[src/icache_cfg_pkg.sv]
/*
 * cache geometry for a 2-way, 64-set instruction cache
 * one 32-bit word per line, address bits 2..0 are ignored
 */
package icache_cfg_pkg;

    localparam int ADDR_W   = 64;
    localparam int WORD_W   = 32;
    localparam int OFFSET_W = 3;
    localparam int INDEX_W  = 6;
    localparam int SETS     = 64;
    localparam int TAG_W    = 55;
    localparam int WAYS     = 2;
    localparam int AGE_W    = 3;

    // tag/index/offset view of a fetch address
    typedef struct packed {
        logic [TAG_W-1:0]    tag;
        logic [INDEX_W-1:0]  index;
        logic [OFFSET_W-1:0] offset;
    } fetch_fields_t;

    typedef union packed {
        logic [ADDR_W-1:0] raw;
        fetch_fields_t     f;
    } fetch_addr_u;

    // one tag store entry, 56 bits
    typedef struct packed {
        logic             valid;
        logic [TAG_W-1:0] tag;
    } tag_entry_t;

endpackage
[src/icache_data_ram.sv]
/*
 * instruction word store for one way, block RAM style
 * registered read returns the old word on a same-cycle write
 */
`timescale 1ns/10ps

module icache_data_ram import icache_cfg_pkg::*; (
    input  logic               clk,
    input  logic [INDEX_W-1:0] i_index,
    input  logic               i_wr_en,
    input  logic [WORD_W-1:0]  i_wr_data,
    output logic [WORD_W-1:0]  o_data
);

    logic [WORD_W-1:0] data_mem [SETS];

    always_ff @(posedge clk) begin
        if (i_wr_en) begin
            data_mem[i_index] <= i_wr_data;
        end
        o_data <= data_mem[i_index];
    end

endmodule

[config.mk]
export PLATFORM = sky130hd
export DESIGN_NAME = icache_data_ram
export DESIGN_NICKNAME = d
export VERILOG_FILES = /design/src/icache_cfg_pkg.sv /design/src/icache_data_ram.sv
export SDC_FILE = /design/constraint.sdc
export NUM_CORES = 2
export LEC_CHECK = 0
export BUFFER_PORTS_ARGS = -buffer_cell sky130_fd_sc_hd__buf_2
export CELL_PAD_IN_SITES_DETAIL_PLACEMENT = 0
export CELL_PAD_IN_SITES_GLOBAL_PLACEMENT = 2
export CORE_MARGIN = 3
export CORE_UTILIZATION = 49
export DETAILED_ROUTE_END_ITERATION = 16
export MAX_ROUTING_LAYER = met4
export PLACE_DENSITY_LB_ADDON = 0.1
export SKIP_LAST_GASP = 1
export SYNTH_ARGS = -nofsm -noshare
export SYNTH_HDL_FRONTEND = slang
export SYNTH_SLANG_ARGS = --single-unit
[constraint.sdc]
create_clock -name clk -period 4.82 [get_ports clk]
set_input_delay 0.723 -clock clk [delete_from_list [all_inputs] [get_ports clk]]
set_output_delay 0.723 -clock clk [all_outputs]
set_load 0.01 [all_outputs]
==> results.json <==
{
  "drc": 0,
  "yosysWarnings": 0,
  "h-tree-depth": 4,
  "synth-seq-cells": 2080,
  "cts_setup_buffers": 0,
  "wire_per_inst_um": 32.3,
  "clockRootBuffer": "clkbuf_16",
  "tightest_slew_ns": 1.26,
  "seq_area_frac_synth_pct": 78.7,
  "gp_congestion": 0.836,
  "netlist_area_um2": 78900,
  "finalSetupTns_ns": 0,
  "arrival_ns": 4.03,
  "die_h_um": 407,
  "period_share_pct": 70.1,
  "core-area_um2": 159000,
  "rows": 146,
  "ios": 72,
  "clkTransAtPathRegs_ns": 0.06,
  "final_cell_count_no_fill": 6780,
  "detail_route.iter0.violations": 4700,
  "min-delay-start": "i_wr_data[22]",
  "vias": 42700,
  "ant_nets": 0,
  "ys.flop_type": "edfxtp_1",
  "final_net_count": 4497,
  "ff2ff_setup_slack_ns": 2.23,
  "drt-total-wl_um": 219000,
  "numPortBuffers": 71,
  "hp-class": "primary input to flop",
  "hold_violations": 0,
  "synth_top_cell_area_share_pct": 77.9,
  "clk_path_buf_depth": 3,
  "clock_skew_ns": 0.0248,
  "antenna_found_initial": 11,
  "slew_headroom_pct": 13.6,
  "rsz0062_at_grt": "no",
  "grt.overflow.total": 0,
  "die_w_um": 407,
  "synth_cell_types": 56,
  "cts_tree": "yes",
  "drive_gt1_share_pct": 19.7,
  "grt.total_usage_pct": 27.0,
  "fillers": 12400,
  "start_util_pct": 49.5,
  "detail_route.vias_per_cell": 6.30,
  "cts.repair.resized": 0,
  "cts_inserted_buffers": 209,
  "power_leakage_uw": 0.0290,
  "status": "complete, no violations",
  "grt_pass1_wl_um": 315000,
  "avgSynthCellArea_um2": 18.6,
  "crit_path_max_fanout": 57,
  "reg2regPathDepth": 6,
  "critical_path_required_ns": 5.47,
  "maxCapViolCount": 0,
  "r2r-start": "data_mem[54][24]",
  "clkSinkCount": 2080,
  "timing.rr.end": "o_data[24]",
  "clock_latency_ns": 0.80,
  "setup.worst_path.start_class": "primary input",
  "ctsHoldBuffers": 0,
  "finalCriticalPeriod_ns": 3.38,
  "dieArea_um2": 166000,
  "syn_nets": 4279,
  "area_growth_pct": 13.8,
  "drtPass1Iterations": 7,
  "yosys-top-cells-area": "edfxtp_1, mux2i_1, mux4_2",
  "path_class": "primary input to flop",
  "synthCells": 4239,
  "async_reset_ff_share_pct": 0,
  "synth_area_leader_cell": "edfxtp_1",
  "synth_edf_count": 2048,
  "setup-violations-final": 0,
  "grt_pass1_vias": 41600,
  "holdPathEnd": "data_mem[49][22]",
  "dpl.hpwl_um": 128000,
  "hold_depth": 1,
  "worst_setup_path_end_kind": "flop",
  "cellPowerDensity_nw_per_um2": 417,
  "fmax_ghz": 0.296,
  "place_inst": 6391,
  "max-vdd-ir-drop_v": 0.000345,
  "drv_slew": 0,
  "grt_max_degree": 94
}
## logic make-up (layout without fill, tap and decap cells)
logic type / after synthesis / in the layout / synth area share [%]
compound gates: 933 / 933 / 8.66
simple gates: 424 / 424 / 2.81
mux: 502 / 502 / 8.12
buf+inv: 300 / 689 / 1.68
other cells: 0 / 6 / 0
flops: 2080 / 2080 / 78.7
## routing by layer
metal  global-route usage, %  wire length [um]  part of all wire, %  vias to the layer above
met3                    4.15             15200                  7.0                      275
met1                    40.0             98500                   45                    22700
met2                    40.1            101000                   46                     1642
li1                        -                 -                    -                    18100
met4                    5.71              4060                  1.9                        0
met5                       -                 0                    0                        -
## worst max-delay path, stage by stage
cell       delay, ns
buf_8           0.42
nor2_4          0.21
buf_4           0.28
buf_4           0.25
a221oi_1        0.40
a211oi_1        0.14
a2111oi_0       1.10
buf_4           0.26
nand3_1         0.07
## registers in the layout, indices dropped and copies added (netlist names)
signal,count
data_mem,2048
o_data,32
## worst max path at each step
stage	startpoint	end	slack, ns
2_1_floorplan	i_index[2]	data_mem[15][0]	0.86
3_3_place_gp	i_index[2]	o_data[18]	0.60
3_5_place_dp	i_index[2]	o_data[18]	0.55
4_1_cts	i_index[2]	o_data[18]	1.43
5_1_grt	i_index[2]	o_data[24]	1.41
6_report	i_index[2]	o_data[24]	1.44
## stage by stage
step / area (um^2) / hold WS [ns] / utilization (%) / setup slack, ns / power [uW]
6_report: 89800 / 0.282 / 56.4 / 1.44 / 37500
5_1_grt: 89800 / 0.273 / 56.4 / 1.41 / 38600
4_1_cts: 89800 / 0.248 / 56.4 / 1.43 / 37700
3_5_place_dp: 83400 / 0.635 / 52.3 / 0.550 / 22500
3_3_place_gp: 83400 / 0.637 / 52.3 / 0.601 / 22500
2_1_floorplan: 78900 / 0.564 / - / 0.858 / 21400
## synthesized netlist by cell type (all sizes together) (6+ instances only)
library cell,n
a221o,15
o22ai,93
o21ai,85
mux2,147
buf,129
a21oi,121
dfxtp,32
clkbuf,169
a222oi,16
nor2b,8
mux2i,259
and3,85
or4b,14
o2bb2ai,15
or4,15
nand2b,18
a211oi,17
nor2,145
o221ai,6
a22oi,188
nand3,54
mux4,96
nand2,28
nor3,22
a31oi,43
a221oi,175
nor4,14
a2111oi,15
a22o,66
edfxtp,2048
o22a,70
## placed cells by master (no fill, tap or decap), types with 32 or more instances in the layout
| cell type | count |
|---|---|
| edfxtp_1 | 2048 |
| mux2i_1 | 259 |
| clkbuf_16 | 215 |
| buf_4 | 205 |
| a22oi_1 | 188 |
| a221oi_1 | 175 |
| mux2_2 | 147 |
| a21oi_1 | 121 |
| mux4_2 | 96 |
| o22ai_1 | 93 |
| and3_1 | 85 |
| o21ai_0 | 84 |
| nor2_1 | 77 |
| o22a_1 | 70 |
| buf_2 | 68 |
| nor2_4 | 67 |
| a22o_1 | 66 |
| clkinv_1 | 55 |
| clkbuf_1 | 54 |
| nand3_1 | 53 |
| a31oi_1 | 43 |
| clkinv_2 | 32 |
| dfxtp_1 | 32 |
## where the power goes
group          internal [uW]  leakage [uW]  switching (uW)  total (uW)
registers              20000        0.0187            91.8       20100
logic                    610       0.00713            1370        1980
clock network           8760       0.00314            6590       15400
## layout make-up
cell class / count / area, um^2 / share of cell area [%]
flip-flops and latches: 2080 / 62100 / 69.2
multi-input cells: 1859 / 16100 / 17.9
clock buffers: 273 / 5640 / 6.28
well taps: 2146 / 2690 / 2.99
repair buffers: 305 / 2490 / 2.77
clock inverters: 109 / 788 / 0.878
inverters: 2 / 15.0 / 0.0167
diodes: 6 / 15.0 / 0.0167
Note: power is estimated with default switching activity, not from simulation.
