File: src/icache_cfg_pkg.sv
/*
 * cache geometry for a 2-way, 64-set instruction cache
 * one 32-bit word per line, address bits 2..0 are ignored
 */
package icache_cfg_pkg;

    localparam int ADDR_W   = 64;
    localparam int WORD_W   = 32;
    localparam int OFFSET_W = 3;
    localparam int INDEX_W  = 6;
    localparam int SETS     = 64;
    localparam int TAG_W    = 55;
    localparam int WAYS     = 2;
    localparam int AGE_W    = 3;

    // tag/index/offset view of a fetch address
    typedef struct packed {
        logic [TAG_W-1:0]    tag;
        logic [INDEX_W-1:0]  index;
        logic [OFFSET_W-1:0] offset;
    } fetch_fields_t;

    typedef union packed {
        logic [ADDR_W-1:0] raw;
        fetch_fields_t     f;
    } fetch_addr_u;

    // one tag store entry, 56 bits
    typedef struct packed {
        logic             valid;
        logic [TAG_W-1:0] tag;
    } tag_entry_t;

endpackage
File: src/icache_tag_ram.sv
/*
 * tag store for one way, read data appears one cycle after the index
 * only the valid bits are reset, tags power up unknown
 */
`timescale 1ns/10ps

module icache_tag_ram import icache_cfg_pkg::*; (
    input  logic               clk,
    input  logic               rst,
    input  logic [INDEX_W-1:0] i_index,
    input  logic               i_wr_en,
    input  logic [TAG_W-1:0]   i_wr_tag,
    output tag_entry_t         o_entry
);

    logic [TAG_W-1:0] tag_mem [SETS];
    logic [SETS-1:0]  valid_q;
    logic             rd_valid_q;
    logic [TAG_W-1:0] rd_tag_q;

    always_ff @(posedge clk or negedge rst) begin
        if (!rst) begin
            valid_q    <= '0;
            rd_valid_q <= 1'b0;
        end else begin
            if (i_wr_en) begin
                valid_q[i_index] <= 1'b1;
            end
            rd_valid_q <= valid_q[i_index];
        end
    end

    always_ff @(posedge clk) begin
        if (i_wr_en) begin
            tag_mem[i_index] <= i_wr_tag;
        end
        rd_tag_q <= tag_mem[i_index];
    end

    assign o_entry = '{valid: rd_valid_q, tag: rd_tag_q};

endmodule

File: config.mk
export PLATFORM = sky130hd
export DESIGN_NAME = icache_tag_ram
export DESIGN_NICKNAME = d
export VERILOG_FILES = /design/src/icache_cfg_pkg.sv /design/src/icache_tag_ram.sv
export SDC_FILE = /design/constraint.sdc
export NUM_CORES = 2
export LEC_CHECK = 0
export ABC_AREA = 1
export BUFFER_PORTS_ARGS = -buffer_cell sky130_fd_sc_hd__buf_2
export CAP_MARGIN = 20
export CORE_MARGIN = 2
export CORE_UTILIZATION = 44
export DETAILED_ROUTE_END_ITERATION = 16
export SETUP_SLACK_MARGIN = 0.1
export SYNTH_ARGS = -nofsm -noshare
export SYNTH_HDL_FRONTEND = slang
export SYNTH_SLANG_ARGS = --single-unit
export TNS_END_PERCENT = 100
File: constraint.sdc
create_clock -name clk -period 1.05 [get_ports clk]
set_input_delay 0.0525 -clock clk [delete_from_list [all_inputs] [get_ports clk]]
set_output_delay 0.0525 -clock clk [all_outputs]
set_load 0.05 [all_outputs]
==> summary.md <==
| Metric | Value |
|---|---|
| Max Root-Sink Buffers | `4` |
| Maximum number of pins on one net before global-route repair | `100` |
| Leakage dissipation | `78.8 nW` |
| Core utilization of the finished layout | `0.546` |
| Placement row count | `215` |
| Synth Net Count | `14.8k` |
| Clock tree from TritonCTS | `done` |
| Post-synthesis cell type count | `25` |
| Number of I/O port buffers | `119` |
| I/O pin cnt | `120` |
| Area added between synthesis and finish | `23.5%` |
| Max Fclk | `0.578 GHz` |
| TritonRoute pass-1 iters | `6` |
| Area of the die | `349,000 µm²` |
| Total length of routed wires | `507,000 µm` |
| Worst Slack Setup Final | `-0.680 ns` |
| Period Utilization, post-route | `1.65` |
| Peak supply drop | `1410 µV` |
| Number of nets in the layout | `15.9k` |
| Average detailed-routed wire length per instance | `24.5 µm` |
| Relative slew slack | `0.355` |
| Unrepaired setup endpoints after global routing | `true` |
| Routed Antenna Nets | `0` |
| Synthesized instance count | `14.8k` |
| Post-detailed-placement half-perimeter wirelength | `308,000 µm` |
| Detailed Route Iter0 Violations | `12.9k` |
| Number of warning messages in the yosys log | `0` |
| Max Fanout on Critical Path | `5` |
| Count of maximum capacitance violations | `0` |
| Outcome | `finished, violations left` |
| Floorplan die height | `591 µm` |
| Sequential area share after synthesis | `0.716` |
| Antenna violations before repair | `19` |
| Final worst hold slack | `-0.283 ns` |
| Level count of the clock H-tree | `5` |
| DRC violation count after routing | `0` |
| Post-layout power | `324 mW` |
| Number of flip-flops and latches in the synthesized netlist | `3,640` |
| Fraction of layout cells with a size suffix above 1 | `0.152` |
| Data arrival time at the worst-slack endpoint | `2.60 ns` |
| Final weighted congestion of routability-driven global placement | `0.857` |
| CTS clk-pin slew, worst paths | `0.06 ns` |
| Total setup violations reported at the end of the flow | `163` |
| Inst Count DP | `19.9k` |
| Number of cells in the finished layout apart from fillers | `20.7k` |
| Synthesized area | `151,000 µm²` |
| Global-route wire length before repair | `722,000 µm` |
| Area of the multi-input gates | `40,900 µm²` |
| Placement Setup Slack | `-1.14 ns` |
| Vias per inst | `5.28` |
| Depth of the worst hold-timing path | `5` |
| Min Tclk post-route | `1.73 ns` |
| Classification of the worst-slack hold path | `input pin to flop` |
| Violations in the final reports | `hold timing, setup timing` |
| Crit Path Category | `input pin to flop` |
| Initial standard-cell utilization of the core | `0.442` |
| Crit end category | `flop` |
| Core Footprint | `343,000 µm²` |
| Final max-slew violation count | `0` |
| Critical path required time | `1.92 ns` |
| GRT Total Usage | `0.284` |
| Total via count after detailed routing | `109k` |
| Max Clock Skew | `0.0555 ns` |
| Clk Latency, worst-skew pair | `0.99 ns` |
| Vias in the first global route | `103k` |
| Startpoint types | `input pin` |
| Num Clock Sinks | `3,640` |
| Width of the chip | `591 µm` |
| Total congestion overflow | `0` |
| Mean post-synth cell area | `10.2 µm²` |
| Power per cell area | `1730 nW/µm²` |
| Cell count of the worst reg-to-reg path | `11` |
| Final Hold Viols | `63` |
| Inserted Clock Buffers | `385` |
| Transition at the pin with the smallest max-transition slack | `0.968 ns` |
| Area taken by flip-flops and latches | `109,000 µm²` |
| Final-layout fill cell count | `29.3k` |
| CTS Root Buffer Type | `sky130_fd_sc_hd__clkbuf_16` |
## worst max-delay path: stages
cell	delay (ns)
sky130_fd_sc_hd__buf_8	0.13
sky130_fd_sc_hd__inv_2	0.09
sky130_fd_sc_hd__nor3_2	0.33
sky130_fd_sc_hd__buf_12	0.21
sky130_fd_sc_hd__dlygate4sd3_1	1.12
sky130_fd_sc_hd__buf_4	0.32
sky130_fd_sc_hd__nand2_1	0.08
sky130_fd_sc_hd__nand2_2	0.10
sky130_fd_sc_hd__nor2_2	0.05
sky130_fd_sc_hd__nand2_2	0.08
## what timing repair did
action,in CTS,in global routing
pin swaps,269,242
hold endpoints to repair,3768,106
resized for setup,519,243
setup endpoints to repair,1395,1660
gates cloned,2,14
buffers inserted,3,46
hold buffers,73,10
## worst paths after layout
| check | startpoint | to | slack, ns |
|---|---|---|---|
| max in group asynchronous | rst | valid_q[55] | 0.15 |
| hold / removal | i_index[3] | valid_q[34] | -0.28 |
| hold reg to reg | valid_q[41] | valid_q[41] | 0.46 |
| setup reg to reg | tag_mem[37][28] | rd_tag_q[28] | -0.39 |
| min in group asynchronous | rst | valid_q[61] | 0.04 |
| setup / recovery | i_index[5] | rd_tag_q[32] | -0.68 |
## layer usage
layer	vias to the layer above	wire length [µm]	share of wire	GRT usage
li1	49900	-	-	-
met1	53300	208000	0.41	0.401
met2	5320	234000	0.46	0.448
met3	896	44800	0.088	0.0398
met4	4	20700	0.041	0.104
met5	-	31	0.000061	0
## area by class of cell
class                   instances  area share
diodes                          6   0.0000803
clock buffers                 496      0.0558
clock inverters               215      0.0115
inverters                      41     0.00108
multi-input cells           10400       0.219
flip-flops and latches       3640       0.580
well taps                    4557      0.0305
repair buffers               1418       0.102
repair inverters                1   0.0000468
## cells in the mapped netlist
master	n	area, µm²
sky130_fd_sc_hd__nand2_1	10100	37700
sky130_fd_sc_hd__edfxtp_1	3520	106000
sky130_fd_sc_hd__buf_2	325	1630
sky130_fd_sc_hd__clkbuf_1	225	845
sky130_fd_sc_hd__nor2_1	188	706
sky130_fd_sc_hd__buf_1	95	357
sky130_fd_sc_hd__buf_4	84	631
sky130_fd_sc_hd__dfrtp_1	65	1630
sky130_fd_sc_hd__dfxtp_1	55	1100
sky130_fd_sc_hd__inv_1	35	131
sky130_fd_sc_hd__or2_2	29	181
sky130_fd_sc_hd__or2_1	27	169
sky130_fd_sc_hd__o21ai_0	26	130
sky130_fd_sc_hd__buf_6	22	248
sky130_fd_sc_hd__nand3_1	7	35.0
sky130_fd_sc_hd__o211ai_1	7	52.6
sky130_fd_sc_hd__nor3_1	6	30.0
sky130_fd_sc_hd__o21ai_1	5	25.0
sky130_fd_sc_hd__inv_2	4	15.0
sky130_fd_sc_hd__nor3_2	3	30.0
sky130_fd_sc_hd__nand3_2	2	20.0
sky130_fd_sc_hd__nand4_2	2	25.0
sky130_fd_sc_hd__clkinv_1	1	3.75
sky130_fd_sc_hd__inv_4	1	6.26
sky130_fd_sc_hd__or2_0	1	6.26
## power breakdown
group	internal (mW)	switching, mW
sequential	161	0.970
combinational	8.35	16.8
clock	78.5	58.4
total	248	76.2
## registers in the layout, indices dropped and copies added (netlist names)
signal / cells
valid_q: 64
tag_mem: 3520
rd_tag_q: 55
rd_valid_q: 1
## cells in the final DEF, fill, tap and decap left out, types with 65 or more instances in the layout
cell	netlist	layout
sky130_fd_sc_hd__buf_12	0	598
sky130_fd_sc_hd__buf_4	84	603
sky130_fd_sc_hd__clkbuf_1	225	83
sky130_fd_sc_hd__clkbuf_16	0	408
sky130_fd_sc_hd__clkinv_1	1	69
sky130_fd_sc_hd__clkinv_2	0	72
sky130_fd_sc_hd__dfrtp_1	65	65
sky130_fd_sc_hd__dlygate4sd3_1	0	76
sky130_fd_sc_hd__edfxtp_1	3520	3520
sky130_fd_sc_hd__nand2_1	10100	9745
sky130_fd_sc_hd__nand2_2	0	285
sky130_fd_sc_hd__nor2_4	0	95
## stage by stage
step	hold slack, ns	setup TNS, ns	instance area, µm²
final	-0.283	-49.25	187000
after global routing	-0.295	-56.35	187000
after CTS	-0.280	-450.18	185000
after detailed placement	0.0649	-3176.21	171000
after global placement	0.0628	-3143.74	171000
after floorplan	-0.243	-4203.42	152000
## kinds of logic (layout without fill, tap and decap cells)
family,count (synthesis),count (layout),synth area share
buffers and inverters,792,2171,0.0255
AND/OR/NAND/NOR,10300,10300,0.257
other,0,6,0
flip-flops,3640,3640,0.716
AO/OA/AOI/OAI,38,38,0.00137
No activity file was read; power rests on OpenSTA's default activity.
