--- config.mk ---
export PLATFORM = sky130hd
export DESIGN_NAME = icache_ctrl
export DESIGN_NICKNAME = d
export VERILOG_FILES = /design/src/icache_cfg_pkg.sv /design/src/icache_bus_pkg.sv /design/src/icache_ctrl.sv
export SDC_FILE = /design/constraint.sdc
export NUM_CORES = 1
export LEC_CHECK = 0
export ABC_AREA = 1
export BUFFER_PORTS_ARGS = -buffer_cell sky130_fd_sc_hd__buf_2
export CAP_MARGIN = 20
export CORE_AREA = 2 2 182 184
export CTS_BUF_LIST = sky130_fd_sc_hd__clkbuf_4 sky130_fd_sc_hd__clkbuf_8 sky130_fd_sc_hd__clkbuf_16
export DETAILED_ROUTE_END_ITERATION = 10
export DIE_AREA = 0 0 184 186
export SLEW_MARGIN = 20
export SYNTH_ARGS = -nofsm -noshare
export SYNTH_HDL_FRONTEND = slang
export SYNTH_SLANG_ARGS = --single-unit
--- constraint.sdc ---
create_clock -name clk -period 5.4 [get_ports clk]
set_clock_uncertainty 0.1 [all_clocks]
set_input_delay 1.08 -clock clk [delete_from_list [all_inputs] [get_ports clk]]
set_output_delay 1.08 -clock clk [all_outputs]
set_load 0.1 [all_outputs]
--- src/icache_cfg_pkg.sv ---
/*
 * cache geometry for a 2-way, 64-set instruction cache
 * one 32-bit word per line, address bits 2..0 are ignored
 */
package icache_cfg_pkg;

    localparam int ADDR_W   = 64;
    localparam int WORD_W   = 32;
    localparam int OFFSET_W = 3;
    localparam int INDEX_W  = 6;
    localparam int SETS     = 64;
    localparam int TAG_W    = 55;
    localparam int WAYS     = 2;
    localparam int AGE_W    = 3;

    // tag/index/offset view of a fetch address
    typedef struct packed {
        logic [TAG_W-1:0]    tag;
        logic [INDEX_W-1:0]  index;
        logic [OFFSET_W-1:0] offset;
    } fetch_fields_t;

    typedef union packed {
        logic [ADDR_W-1:0] raw;
        fetch_fields_t     f;
    } fetch_addr_u;

    // one tag store entry, 56 bits
    typedef struct packed {
        logic             valid;
        logic [TAG_W-1:0] tag;
    } tag_entry_t;

endpackage
--- src/icache_bus_pkg.sv ---
/*
 * fetch side and memory side handshake structs
 * every transfer is a valid flag plus payload, no ready
 */
package icache_bus_pkg;

    import icache_cfg_pkg::*;

    typedef struct packed {
        logic        valid;
        fetch_addr_u addr;
    } cpu_req_t;

    typedef struct packed {
        logic              valid;
        logic [WORD_W-1:0] data;
    } cpu_resp_t;

    // offset bits are always zero on this address
    typedef struct packed {
        logic              valid;
        logic [ADDR_W-1:0] addr;
    } mem_req_t;

    typedef struct packed {
        logic              valid;
        logic [WORD_W-1:0] data;
    } mem_resp_t;

endpackage

--- src/icache_ctrl.sv ---
/*
 * cache controller: IDLE, LOOKUP, REFILL, RESPOND
 * hit answers two cycles after accept, a miss waits on memory with no timeout
 * the fetch request must stay stable until the response pulse
 */
`timescale 1ns/10ps

module icache_ctrl import icache_cfg_pkg::*, icache_bus_pkg::*; (
    input  logic               clk,
    input  logic               rst,
    input  cpu_req_t           i_req,
    output cpu_resp_t          o_resp,
    output mem_req_t           o_mem_req,
    input  mem_resp_t          i_mem_resp,
    input  tag_entry_t         i_entry0,
    input  tag_entry_t         i_entry1,
    input  logic [WORD_W-1:0]  i_data0,
    input  logic [WORD_W-1:0]  i_data1,
    input  logic               i_victim_way,
    output logic [INDEX_W-1:0] o_index,
    output logic [WAYS-1:0]    o_way_we,
    output logic [TAG_W-1:0]   o_wr_tag,
    output logic [WORD_W-1:0]  o_wr_data,
    output logic               o_touch,
    output logic               o_touch_way
);

    typedef enum logic [1:0] {IDLE, LOOKUP, REFILL, RESPOND} state_t;

    state_t            state_q;
    state_t            state_d;
    fetch_addr_u       addr_q;
    logic              hit0;
    logic              hit1;
    logic              hit;
    logic              accept;
    logic              refill_fire;
    logic              resp_valid_q;
    logic [WORD_W-1:0] resp_data_q;
    logic              mem_valid_q;

    assign accept      = (state_q == IDLE) && i_req.valid;
    assign refill_fire = (state_q == REFILL) && i_mem_resp.valid;

    assign hit0 = i_entry0.valid && (i_entry0.tag == addr_q.f.tag);
    assign hit1 = i_entry1.valid && (i_entry1.tag == addr_q.f.tag);
    assign hit  = hit0 || hit1;

    // live index while idle so the stores read during the accept edge
    assign o_index = (state_q == IDLE) ? i_req.addr.f.index : addr_q.f.index;

    assign o_way_we    = refill_fire ? (i_victim_way ? 2'b10 : 2'b01) : 2'b00;
    assign o_wr_tag    = addr_q.f.tag;
    assign o_wr_data   = i_mem_resp.data;
    assign o_touch     = ((state_q == LOOKUP) && hit) || refill_fire;
    assign o_touch_way = refill_fire ? i_victim_way : !hit0;

    always_comb begin
        state_d = state_q;
        case (state_q)
            IDLE:    if (i_req.valid) state_d = LOOKUP;
            LOOKUP:  state_d = hit ? RESPOND : REFILL;
            REFILL:  if (i_mem_resp.valid) state_d = RESPOND;
            RESPOND: state_d = IDLE;
            default: state_d = IDLE;
        endcase
    end

    always_ff @(posedge clk or negedge rst) begin
        if (!rst) begin
            state_q      <= IDLE;
            resp_valid_q <= 1'b0;
            mem_valid_q  <= 1'b0;
        end else begin
            state_q      <= state_d;
            resp_valid_q <= ((state_q == LOOKUP) && hit) || refill_fire;
            if ((state_q == LOOKUP) && !hit) begin
                mem_valid_q <= 1'b1;
            end else if (refill_fire) begin
                mem_valid_q <= 1'b0;
            end
        end
    end

    always_ff @(posedge clk) begin
        if (accept) begin
            addr_q <= i_req.addr;
        end
        if (refill_fire) begin
            resp_data_q <= i_mem_resp.data;
        end else if (state_q == LOOKUP) begin
            resp_data_q <= hit0 ? i_data0 : i_data1;
        end
    end

    assign o_resp.valid    = resp_valid_q;
    assign o_resp.data     = resp_data_q;
    assign o_mem_req.valid = mem_valid_q;
    assign o_mem_req.addr  = {addr_q.f.tag, addr_q.f.index, {OFFSET_W{1'b0}}};

endmodule

==> out/summary.log, run 1 <==
qor: logic_synthesis.syn_area_per_cell 7.097 µm²
qor: setup_path.setup.reg_to_reg.worst_slack 2.61 ns
qor: clocking.cts.sink_count 97
qor: detailed_routing.vias_per_cell 3.938
qor: hold_path.timing.hold.worst.class input port to async pin
qor: clocking.worst_skew_pair.late_latency 0.37 ns
qor: sta.max_freq 0.2394 GHz
qor: clocking.cts_tree yes
qor: setup_path.rr_endpoint resp_data_q[24]
qor: sta.finalWorstPathRequiredPeriod 4.177 ns
qor: setup_path.critical_path_required 4.22 ns
qor: sta.final_setup_margin 1.223 ns
qor: logic_synthesis.syn_area 6685 µm²
qor: layout.final_layout_size_suffix_gt1_share 37.97%
qor: global_routing.grt_antenna_before_repair 1
qor: die.die_h 186 µm
qor: logic_synthesis.ys_warn_count 0
qor: power.total_leakage_power 5.162 nW
qor: sta.period_share 77.35%
qor: setup_path.r2r.worst_path.cells 6
qor: clocking.clockRootBuffer clkbuf_16
qor: clocking.ctsLongestPathBuffers 2
qor: power.peakVddDrop 326.0 µV
qor: die.initial_core_util 20.76%
qor: setup_path.element_type_at_the_critical_path_end primary output
qor: layout.n_antenna_cell 0
qor: logic_synthesis.seq_area_frac_synth 43.27%
qor: layout.filler_cell_count 3,580
qor: global_routing.grt_remaining_overflow 0
qor: clocking.clock_transition_at_the_registers_of_the_reported_paths 0.08 ns
qor: layout.num-nets-final 1,597
qor: sta.tightestPinTransition 0.7897 ns
qor: sta.final-max-slew-violation-count 0
qor: die.rows 66
qor: detailed_routing.number_of_drc_violations_after_detailed_routing 0
qor: detailed_routing.detail_route.wirelength 25,120 µm
qor: setup_path.critPathArrivalTime 3.00 ns
qor: clocking.cts_repair_resize_count 0
qor: detailed_routing.drt_first_iter_violations 267
qor: sta.rsz_0062_raised_after_global_routing false
qor: layout.fin_util 28.20%
qor: global_routing.maximum_number_of_pins_on_one_net_before_global_route_repair 66
qor: die.fp.coreArea 32,210 µm²
qor: setup_path.kind_of_critical_path input port to primary output
qor: place.place_hpwl 21,510 µm
qor: detailed_routing.detailedRoute.firstPassIterationCount 4
qor: global_routing.wire_length_of_the_first_global_routing_pass 34,600 µm
qor: sta.report.final.hold_viol_count 0
qor: die.pin_count 472
qor: status.run_status finished, final reports clean
qor: logic_synthesis.post_synth_inst_count 942
qor: sta.maxSlewHeadroom 47.35%
qor: logic_synthesis.distinct_cell_type_count_after_synthesis 27
qor: setup_path.startpoint_type input port
qor: clocking.cts_htree_levels 3
qor: detailed_routing.ant_nets 0
qor: flow_run.maxCapViolCount 0
qor: global_routing.grt_usage 13.91%
qor: clocking.holdBufCountCts 0
qor: die.die-area 34,220 µm²
qor: place.pre_cts_ws 1.151 ns
qor: sta.timing.final.setup_violations 0
qor: place.io_buffers 465
qor: detailed_routing.wl_per_cell 14.52 µm
qor: global_routing.first_global_vias 6,368
qor: layout.areaGrowthSynthToFinish 35.86%
qor: setup_path.crit_path_max_fanout 24
qor: clocking.cts_setup_buffers 0
qor: clocking.number_of_buffers_created_by_cts 9
qor: detailed_routing.total_vias_in_the_final_route 6,813
qor: logic_synthesis.ys_seq_elements 97
qor: sta.fin_tns_setup 0 ns
qor: die.die_w 184 µm
qor: power.power_per_cell_area 562.6 nW/µm²
qor: place.gp_congestion 0.8420
qor: setup_path.regToRegStartpoint state_q[0]
## layer usage
metal / wire [µm] / track usage, % / vias to the layer above
met1: 10120 / 15.25 / 2963
met4: 660 / 5.472 / 0
met5: 0 / 0 / -
li1: - / - / 3499
met3: 1771 / 4.011 / 29
met2: 12570 / 25.27 / 322
## per-stage QoR
stage / power (mW) / hold slack, ns / cell area [µm²] / cells
6_report: 5.110 / 0.3957 / 9082 / 1730
2_1_floorplan: 3.965 / 0.3503 / 6693 / 944
5_1_grt: 5.335 / 0.3733 / 9082 / 1730
4_1_cts: 5.169 / 0.3680 / 9082 / 1730
3_5_place_dp: 4.443 / 0.4222 / 8775 / 1714
3_3_place_gp: 4.421 / 0.4021 / 8775 / 1714
## report_power, final
part	switching, mW	internal [mW]
clock network	0.334	0.369
registers	0.142	1.11
logic	2.72	0.428
## synthesized netlist by cell type, drive strengths merged
cell,number,share of area [%]
nand2,380,21
inv,176,9.9
buf,98,11
edfxtp,93,42
o21ai,79,6.3
nor2,75,4.2
clkbuf,9,0.51
xnor2,9,1.2
dfrtp,4,1.5
ha,3,0.56
nand3,3,0.22
nand4,3,0.28
o22ai,3,0.28
or2,2,0.19
xor2,2,0.26
a21oi,1,0.075
conb,1,0.056
o21bai,1,0.11
## worst max-delay path by stage
stage                    from     endpoint
2_1_floorplan  i_mem_resp[32]  o_touch_way
3_3_place_gp     i_entry0[32]      o_touch
3_5_place_dp     i_entry0[32]      o_touch
4_1_cts          i_entry0[32]      o_touch
5_1_grt          i_entry0[38]      o_touch
6_report         i_entry0[32]      o_touch
## sequential cells by signal, summed over array words and instances, names as in the netlist
signal	cells
resp_data_q	32
resp_valid_q	1
mem_valid_q	1
state_q	2
addr_q	61
## critical path, cell delays in order
cell and delay (ns):
buf_2 0.11, nor2_1 0.10, nor2_1 0.05, nor2_1 0.16, nand2_1 0.07, nor2_1 0.15
nand2_1 0.12, nor2_2 0.11, nand2_2 0.08, buf_4 0.22, nand2_1 0.09, nand2_1 0.07
nand2_1 0.12, buf_2 0.45
## cell usage in the layout, fill, tap and decap left out, types with 4 or more instances in the layout
| cell | instances |
|---|---|
| inv_1 | 169 |
| dfrtp_1 | 4 |
| o21ai_2 | 6 |
| o21ai_0 | 23 |
| buf_2 | 465 |
| buf_4 | 4 |
| inv_2 | 7 |
| o21ai_1 | 50 |
| nand2_1 | 379 |
| edfxtp_1 | 93 |
| nor2_1 | 74 |
| xnor2_1 | 9 |
| clkbuf_16 | 9 |
## cell type report
type	instances	area (µm²)	area share, %
sequential	97	2893	31.85
timing repair buffer	469	2357	25.95
multi-input combinational	564	2354	25.91
inverter	176	660.6	7.274
tap	408	510.5	5.621
clock buffer	9	225.2	2.480
clock inverter	7	82.58	0.9092
## cell families after synthesis
logic type | Yosys count | share of synthesized area (%)
AOI/OAI and AO/OA | 84 | 6.719
xor gates and xnor gates | 11 | 1.441
adders and majority gates | 3 | 0.5615
buffers and inverters | 283 | 21.64
DFF | 97 | 43.27
other | 1 | 0.05609
and+or+nand+nor | 463 | 26.31
Power figures use the tool's default switching activity.
==> run 2, diff against run 1 <==
--- a/config.mk
+++ b/config.mk
@@ -5,13 +5,13 @@
 export SDC_FILE = /design/constraint.sdc
 export NUM_CORES = 1
 export LEC_CHECK = 0
-export ABC_AREA = 1
+export ABC_AREA = 0
 export BUFFER_PORTS_ARGS = -buffer_cell sky130_fd_sc_hd__buf_2
 export CAP_MARGIN = 20
-export CORE_AREA = 2 2 182 184
+export CORE_AREA = 2 2 181 183
 export CTS_BUF_LIST = sky130_fd_sc_hd__clkbuf_4 sky130_fd_sc_hd__clkbuf_8 sky130_fd_sc_hd__clkbuf_16
 export DETAILED_ROUTE_END_ITERATION = 10
-export DIE_AREA = 0 0 184 186
+export DIE_AREA = 0 0 183 185
 export SLEW_MARGIN = 20
 export SYNTH_ARGS = -nofsm -noshare
 export SYNTH_HDL_FRONTEND = slang
==> constraint.sdc (replaced) <==
create_clock -name clk -period 4.1 [get_ports clk]
set_clock_uncertainty 0.1 [all_clocks]
set_input_delay 0.82 -clock clk [delete_from_list [all_inputs] [get_ports clk]]
set_output_delay 0.82 -clock clk [all_outputs]
set_load 0.1 [all_outputs]
==> out/summary.log, run 2 <==
qor: logic_synthesis.distinct_cell_type_count_after_synthesis 27
qor: die.die-area 33,860 µm²
qor: global_routing.first_global_vias 4,990
qor: setup_path.element_type_at_the_critical_path_end primary output
qor: place.place_hpwl 20,730 µm
qor: global_routing.wire_length_of_the_first_global_routing_pass 32,130 µm
qor: detailed_routing.total_vias_in_the_final_route 4,911
qor: clocking.cts_tree yes
qor: logic_synthesis.ys_warn_count 0
qor: detailed_routing.detail_route.wirelength 24,200 µm
qor: clocking.number_of_buffers_created_by_cts 9
qor: logic_synthesis.post_synth_inst_count 477
qor: detailed_routing.ant_nets 0
qor: power.total_leakage_power 3.696 nW
qor: clocking.cts_htree_levels 3
qor: sta.max_freq 0.2485 GHz
qor: sta.timing.hold.ws 0.1463 ns
qor: sta.final-max-slew-violation-count 0
qor: layout.final_layout_size_suffix_gt1_share 57.74%
qor: clocking.holdBufCountCts 0
qor: logic_synthesis.seq_area_frac_synth 50.86%
qor: layout.filler_cell_count 3,500
qor: place.placement.cell_area 7853 µm²
qor: setup_path.critical_path_required 3.18 ns
qor: die.initial_core_util 17.75%
qor: clocking.clock_transition_at_the_registers_of_the_reported_paths 0.07 ns
qor: logic_synthesis.synthArstFlopShare 4.124%
qor: layout.final_cell_mix 464 x buf_2, 110 x xnor2_1, 93 x edfxtp_1
qor: place.pre_cts_ws 0.08706 ns
qor: layout.largest_reg_flops 61
qor: sta.fin_tns_setup 0 ns
qor: die.fp.coreArea 32,040 µm²
qor: logic_synthesis.synth_top_cell_area_share 49.10%
qor: sta.timing.final.setup_violations 0
qor: sta.period_share 98.17%
qor: logic_synthesis.syn_area 5688 µm²
qor: sta.final_setup_margin 0.07512 ns
qor: layout.seqCellArea 2893 µm²
qor: layout.num-nets-final 1,142
qor: place.gp_congestion 0.8006
qor: clocking.worst_skew_pair.late_latency 0.37 ns
qor: sta.maxSlewHeadroom 40.68%
qor: logic_synthesis.synth.cells.most_frequent 110 x xnor2_1, 93 x edfxtp_1, 92 x buf_4
qor: sta.rsz_0062_raised_after_global_routing false
qor: layout.reg.largest.list addr_q (61), resp_data_q (32), state_q (2)
qor: place.io_buffers 465
qor: logic_synthesis.synth.top_cells.by_area edfxtp_1 49%, xnor2_1 17%, buf_4 12%
qor: detailed_routing.wl_per_cell 18.98 µm
qor: global_routing.grt_usage 13.65%
qor: power.peakVddDrop 472.6 µV
qor: layout.design_area 8149 µm²
qor: sta.finalWorstPathRequiredPeriod 4.025 ns
qor: layout.fin_util 25.43%
qor: setup_path.kind_of_critical_path input port to primary output
qor: detailed_routing.drt_first_iter_violations 152
qor: sta.report.final.hold_viol_count 0
qor: logic_synthesis.yosys.cell_count.top_type xnor2_1
qor: global_routing.grt_antenna_before_repair 3
qor: flow_run.maxCapViolCount 0
qor: layout.areaGrowthSynthToFinish 43.27%
qor: layout.layout.cells.most_common buf_2
qor: logic_synthesis.synth_edf_count 93
qor: power.report.power.total 6.453 mW
qor: global_routing.maximum_number_of_pins_on_one_net_before_global_route_repair 65
qor: setup_path.startpoint_type input port
qor: die.die_w 183 µm
qor: die.die_h 185 µm
qor: hold_path.timing.hold.worst.class input port to async pin
qor: logic_synthesis.syn_area_per_cell 11.92 µm²
qor: place.dp.cells 1,257
qor: detailed_routing.vias_per_cell 3.852
qor: die.rows 66
qor: layout.fin_cells 1,275
qor: detailed_routing.detailedRoute.firstPassIterationCount 4
qor: global_routing.grt_remaining_overflow 0
qor: sta.tightestPinTransition 0.8898 ns
qor: power.power_per_cell_area 791.8 nW/µm²
qor: layout.largest_register addr_q
qor: logic_synthesis.ys_dominant_reg_cell edfxtp_1
qor: die.pin_count 472
qor: clocking.ctsLongestPathBuffers 2
qor: detailed_routing.number_of_drc_violations_after_detailed_routing 0
qor: setup_path.crit_path_max_fanout 17
qor: logic_synthesis.ys_seq_elements 97
qor: clocking.clockRootBuffer clkbuf_16
qor: setup_path.critPathArrivalTime 3.10 ns
qor: layout.multi_input_logic_area 2028 µm²
qor: status.run_status finished, final reports clean
qor: logic_synthesis.yosysTopAreaCell edfxtp_1
qor: clocking.cts.sink_count 97
## run 2: changes by cell type after synthesis, moves of 5 or more
cell     delta
inv_1     -168
o21ai_1    -50
mux2i_1    +32
nand2_1   -344
o21ai_2     -6
xnor2_1   +101
o21ai_0    +11
nand4_1    +27
nor2_1     -69
nor4_1      +6
mux2_2      +6
inv_2       -5
## run 2: final cells by class
type | count | area share [%]
well taps | 408 | 6.264
repair buffers | 476 | 29.91
multi-input cells | 275 | 24.89
flip-flops and latches | 97 | 35.50
diodes | 1 | 0.03071
inverters | 3 | 0.1382
clock inverters | 3 | 0.2303
clock buffers | 12 | 3.040
## run 2: logic make-up after synthesis
group	synth area share, %
mux	6.819
other cells	0.06593
simple gates	7.347
xor+xnor	16.94
flops	50.86
compound gates	3.585
fa+ha+maj	0.6600
buf+inv	13.73
## run 2: worst paths after layout
path / from / end / slack (ns) / cells past startpoint
max: i_entry0[51] / o_touch / 0.08 / 9
min: rst / state_q[1] / 0.15 / 1
max reg2reg: addr_q[60] / resp_data_q[31] / 0.94 / 8
min reg2reg: mem_valid_q / mem_valid_q / 0.42 / 1
max in group asynchronous: rst / mem_valid_q / 3.63 / 1
min in group clk: mem_valid_q / mem_valid_q / 0.42 / 1
## run 2: metal layers
metal	part of all wire (%)	vias up	global-route usage [%]
li1	-	2346	-
met1	40	2256	15.18
met2	51	287	24.82
met3	8.0	18	4.719
met4	1.4	4	3.552
met5	0.070	-	0
## run 2: timing repair
item / 4_1_cts / 5_1_grt
endpoints found under the setup margin: 1 / 0
gates resized for setup: 0 / 0
setup buffers: 2 / 0
## run 2: critical path, cell delays in order
cell,delay [ns]
buf_2,0.10
xnor2_1,0.30
nand4_1,0.33
nor4_1,0.54
nand4_1,0.17
buf_4,0.26
a21bo_1,0.22
nand2_1,0.14
buf_12,0.19
## run 2: where the power goes
part	internal (mW)	leakage (nW)	switching (mW)
Combinational	0.603	2.65	3.36
Sequential	1.46	0.916	0.206
Clock	0.428	0.127	0.396
Total	2.50	3.70	3.96
==> run 3, diff against run 2 <==
--- a/config.mk
+++ b/config.mk
@@ -6,7 +6,7 @@
 export NUM_CORES = 1
 export LEC_CHECK = 0
 export ABC_AREA = 0
-export BUFFER_PORTS_ARGS = -buffer_cell sky130_fd_sc_hd__buf_2
+export BUFFER_PORTS_ARGS = -buffer_cell sky130_fd_sc_hd__clkbuf_2
 export CAP_MARGIN = 20
 export CORE_AREA = 2 2 181 183
 export CTS_BUF_LIST = sky130_fd_sc_hd__clkbuf_4 sky130_fd_sc_hd__clkbuf_8 sky130_fd_sc_hd__clkbuf_16
==> out/summary.log, run 3 (synthesis results as in run 2) <==
qor: power.total_switching_power 3.965 mW
qor: power.seq_power_share 26.0%
qor: place.io_buffers 465
qor: sta.timing.hold.ws 0.1497 ns
qor: layout.multi_input_logic_area 2034 µm²
qor: layout.seqCellArea 2893 µm²
qor: sta.report.final.hold_viol_count 0
qor: die.die_h 185 µm
qor: layout.final_cell_mix 463 x clkbuf_2, 110 x xnor2_1, 93 x edfxtp_1
qor: die.initial_core_util 17.75%
qor: global_routing.busiest_layer_in_global_routing met2
qor: sta.maxSlewHeadroom 41.55%
qor: setup_path.critPathArrivalTime 3.05 ns
qor: setup_path.crit_path_max_fanout 18
qor: clocking.worst_skew_pair.late_latency 0.36 ns
qor: clocking.number_of_buffers_created_by_cts 9
qor: detailed_routing.drt_first_iter_violations 186
qor: place.place_hpwl 20,670 µm
qor: global_routing.gr_met3_demand_resource 4.306%
qor: power.peakVddDrop 471.2 µV
qor: detailed_routing.total_vias_in_the_final_route 4,941
qor: global_routing.grt_remaining_overflow 0
qor: detailed_routing.number_of_drc_violations_after_detailed_routing 0
qor: global_routing.grt_usage 13.54%
qor: layout.largest_register addr_q
qor: die.rows 66
qor: place.gp_congestion 0.8300
qor: power.comb_power_share 60.7%
qor: sta.final-max-slew-violation-count 0
qor: clocking.cts_htree_levels 3
qor: clocking.cts.sink_count 97
qor: die.pin_count 472
qor: sta.rsz_0062_raised_after_global_routing false
qor: global_routing.gr-usage-met2 24.76%
qor: power.report.power.total 6.491 mW
qor: sta.finalWorstPathRequiredPeriod 3.968 ns
qor: sta.period_share 96.77%
qor: clocking.ctsLongestPathBuffers 2
qor: setup_path.critical_path_required 3.18 ns
qor: power.power.share.clock 13.3%
qor: global_routing.maximum_number_of_pins_on_one_net_before_global_route_repair 65
qor: detailed_routing.vias_per_cell 3.872
qor: global_routing.wire_length_of_the_first_global_routing_pass 31,880 µm
qor: detailed_routing.detailedRoute.firstPassIterationCount 4
qor: setup_path.kind_of_critical_path input port to primary output
qor: layout.num-nets-final 1,142
qor: sta.tightestPinTransition 0.8767 ns
qor: layout.reg.largest.list addr_q (61), resp_data_q (32), state_q (2)
qor: setup_path.beginning_of_the_critical_path i_entry0[51]
qor: sta.timing.final.setup_violations 0
qor: place.pre_cts_ws -0.006801 ns
qor: die.fp.coreArea 32,040 µm²
qor: detailed_routing.ant_nets 0
qor: layout.layout.cells.most_common clkbuf_2
qor: global_routing.met1_usage 15.35%
qor: power.power_per_cell_area 792.5 nW/µm²
qor: die.die-area 33,860 µm²
qor: layout.largest_reg_flops 61
qor: layout.areaGrowthSynthToFinish 43.99%
qor: sta.final_setup_margin 0.1324 ns
qor: clocking.clockRootBuffer clkbuf_16
qor: clocking.cts_tree yes
qor: power.power.internal 2.526 mW
qor: power.swShare 61.08%
qor: setup_path.startpoint_type input port
qor: clocking.clock_transition_at_the_registers_of_the_reported_paths 0.07 ns
qor: flow_run.maxCapViolCount 0
qor: layout.fin_util 25.56%
qor: layout.filler_cell_count 3,418
qor: sta.max_freq 0.2520 GHz
qor: global_routing.grt_antenna_before_repair 1
qor: layout.final_layout_size_suffix_gt1_share 57.67%
qor: detailed_routing.detail_route.wirelength 24,050 µm
qor: power.total_leakage_power 3.810 nW
qor: place.placement.cell_area 7860 µm²
qor: setup_path.element_type_at_the_critical_path_end primary output
qor: setup_path.regToRegStartpoint addr_q[60]
qor: layout.design_area 8190 µm²
qor: detailed_routing.wl_per_cell 18.85 µm
qor: status.run_status finished, final reports clean
qor: die.die_w 183 µm
qor: global_routing.first_global_vias 4,903
qor: hold_path.timing.hold.worst.class input port to async pin
## run 3: repair_timing
| action | 4_1_cts | 5_1_grt |
|---|---|---|
| hold buffers | 0 | 0 |
| endpoints found under the setup margin | 1 | 0 |
| resized for setup | 1 | 0 |
| buffers inserted | 3 | 0 |
## run 3: path summary, 6_finish.rpt
check / endpoint / slack (ns) / depth (start not counted)
worst max-delay path: o_touch / 0.13 / 9
min in group clk: mem_valid_q / 0.42 / 1
worst min-delay path: mem_valid_q / 0.15 / 1
worst max register to register: resp_data_q[31] / 0.96 / 8
worst min register to register: mem_valid_q / 0.42 / 1
max in group asynchronous: state_q[0] / 3.62 / 1
## run 3: metal layers
metal,routed length [µm],vias up
met5,0,-
met4,208,0
met3,1882,12
met2,12390,302
met1,9571,2279
li1,-,2348
## run 3: final cells by class
class                   instances  share of cell area (%)
inverters                       3                  0.1375
flip-flops and latches         97                   35.32
repair buffers                476                   29.94
clock buffers                   9                   2.750
clock inverters                 7                  0.7485
multi-input cells             275                   24.84
well taps                     408                   6.233
diodes                          1                 0.03055
## run 3: stage by stage
| step | TNS (ns) | instances |
|---|---|---|
| after global routing | 0 | 1275 |
| final | 0 | 1276 |
| after CTS | 0 | 1275 |
| after global placement | 0 | 1256 |
| after floorplan | 0 | 479 |
| after detailed placement | -0.006801 | 1256 |
## run 3: power groups by stage
stage / logic, mW / clock network (mW) / registers [mW]
floorplan: 1.69 / 0 / 3.33
global placement: 3.95 / 0 / 1.71
detailed placement: 3.96 / 0 / 1.72
CTS: 3.98 / 0.902 / 1.70
global route: 4.08 / 0.938 / 1.72
finish: 3.94 / 0.862 / 1.69
## run 3: critical path: stages
cell      delay [ns]
clkbuf_2        0.08
xnor2_1         0.31
nand4_1         0.36
nor4_2          0.46
nand4_1         0.16
buf_4           0.27
a21bo_1         0.23
nand2_1         0.14
buf_12          0.19
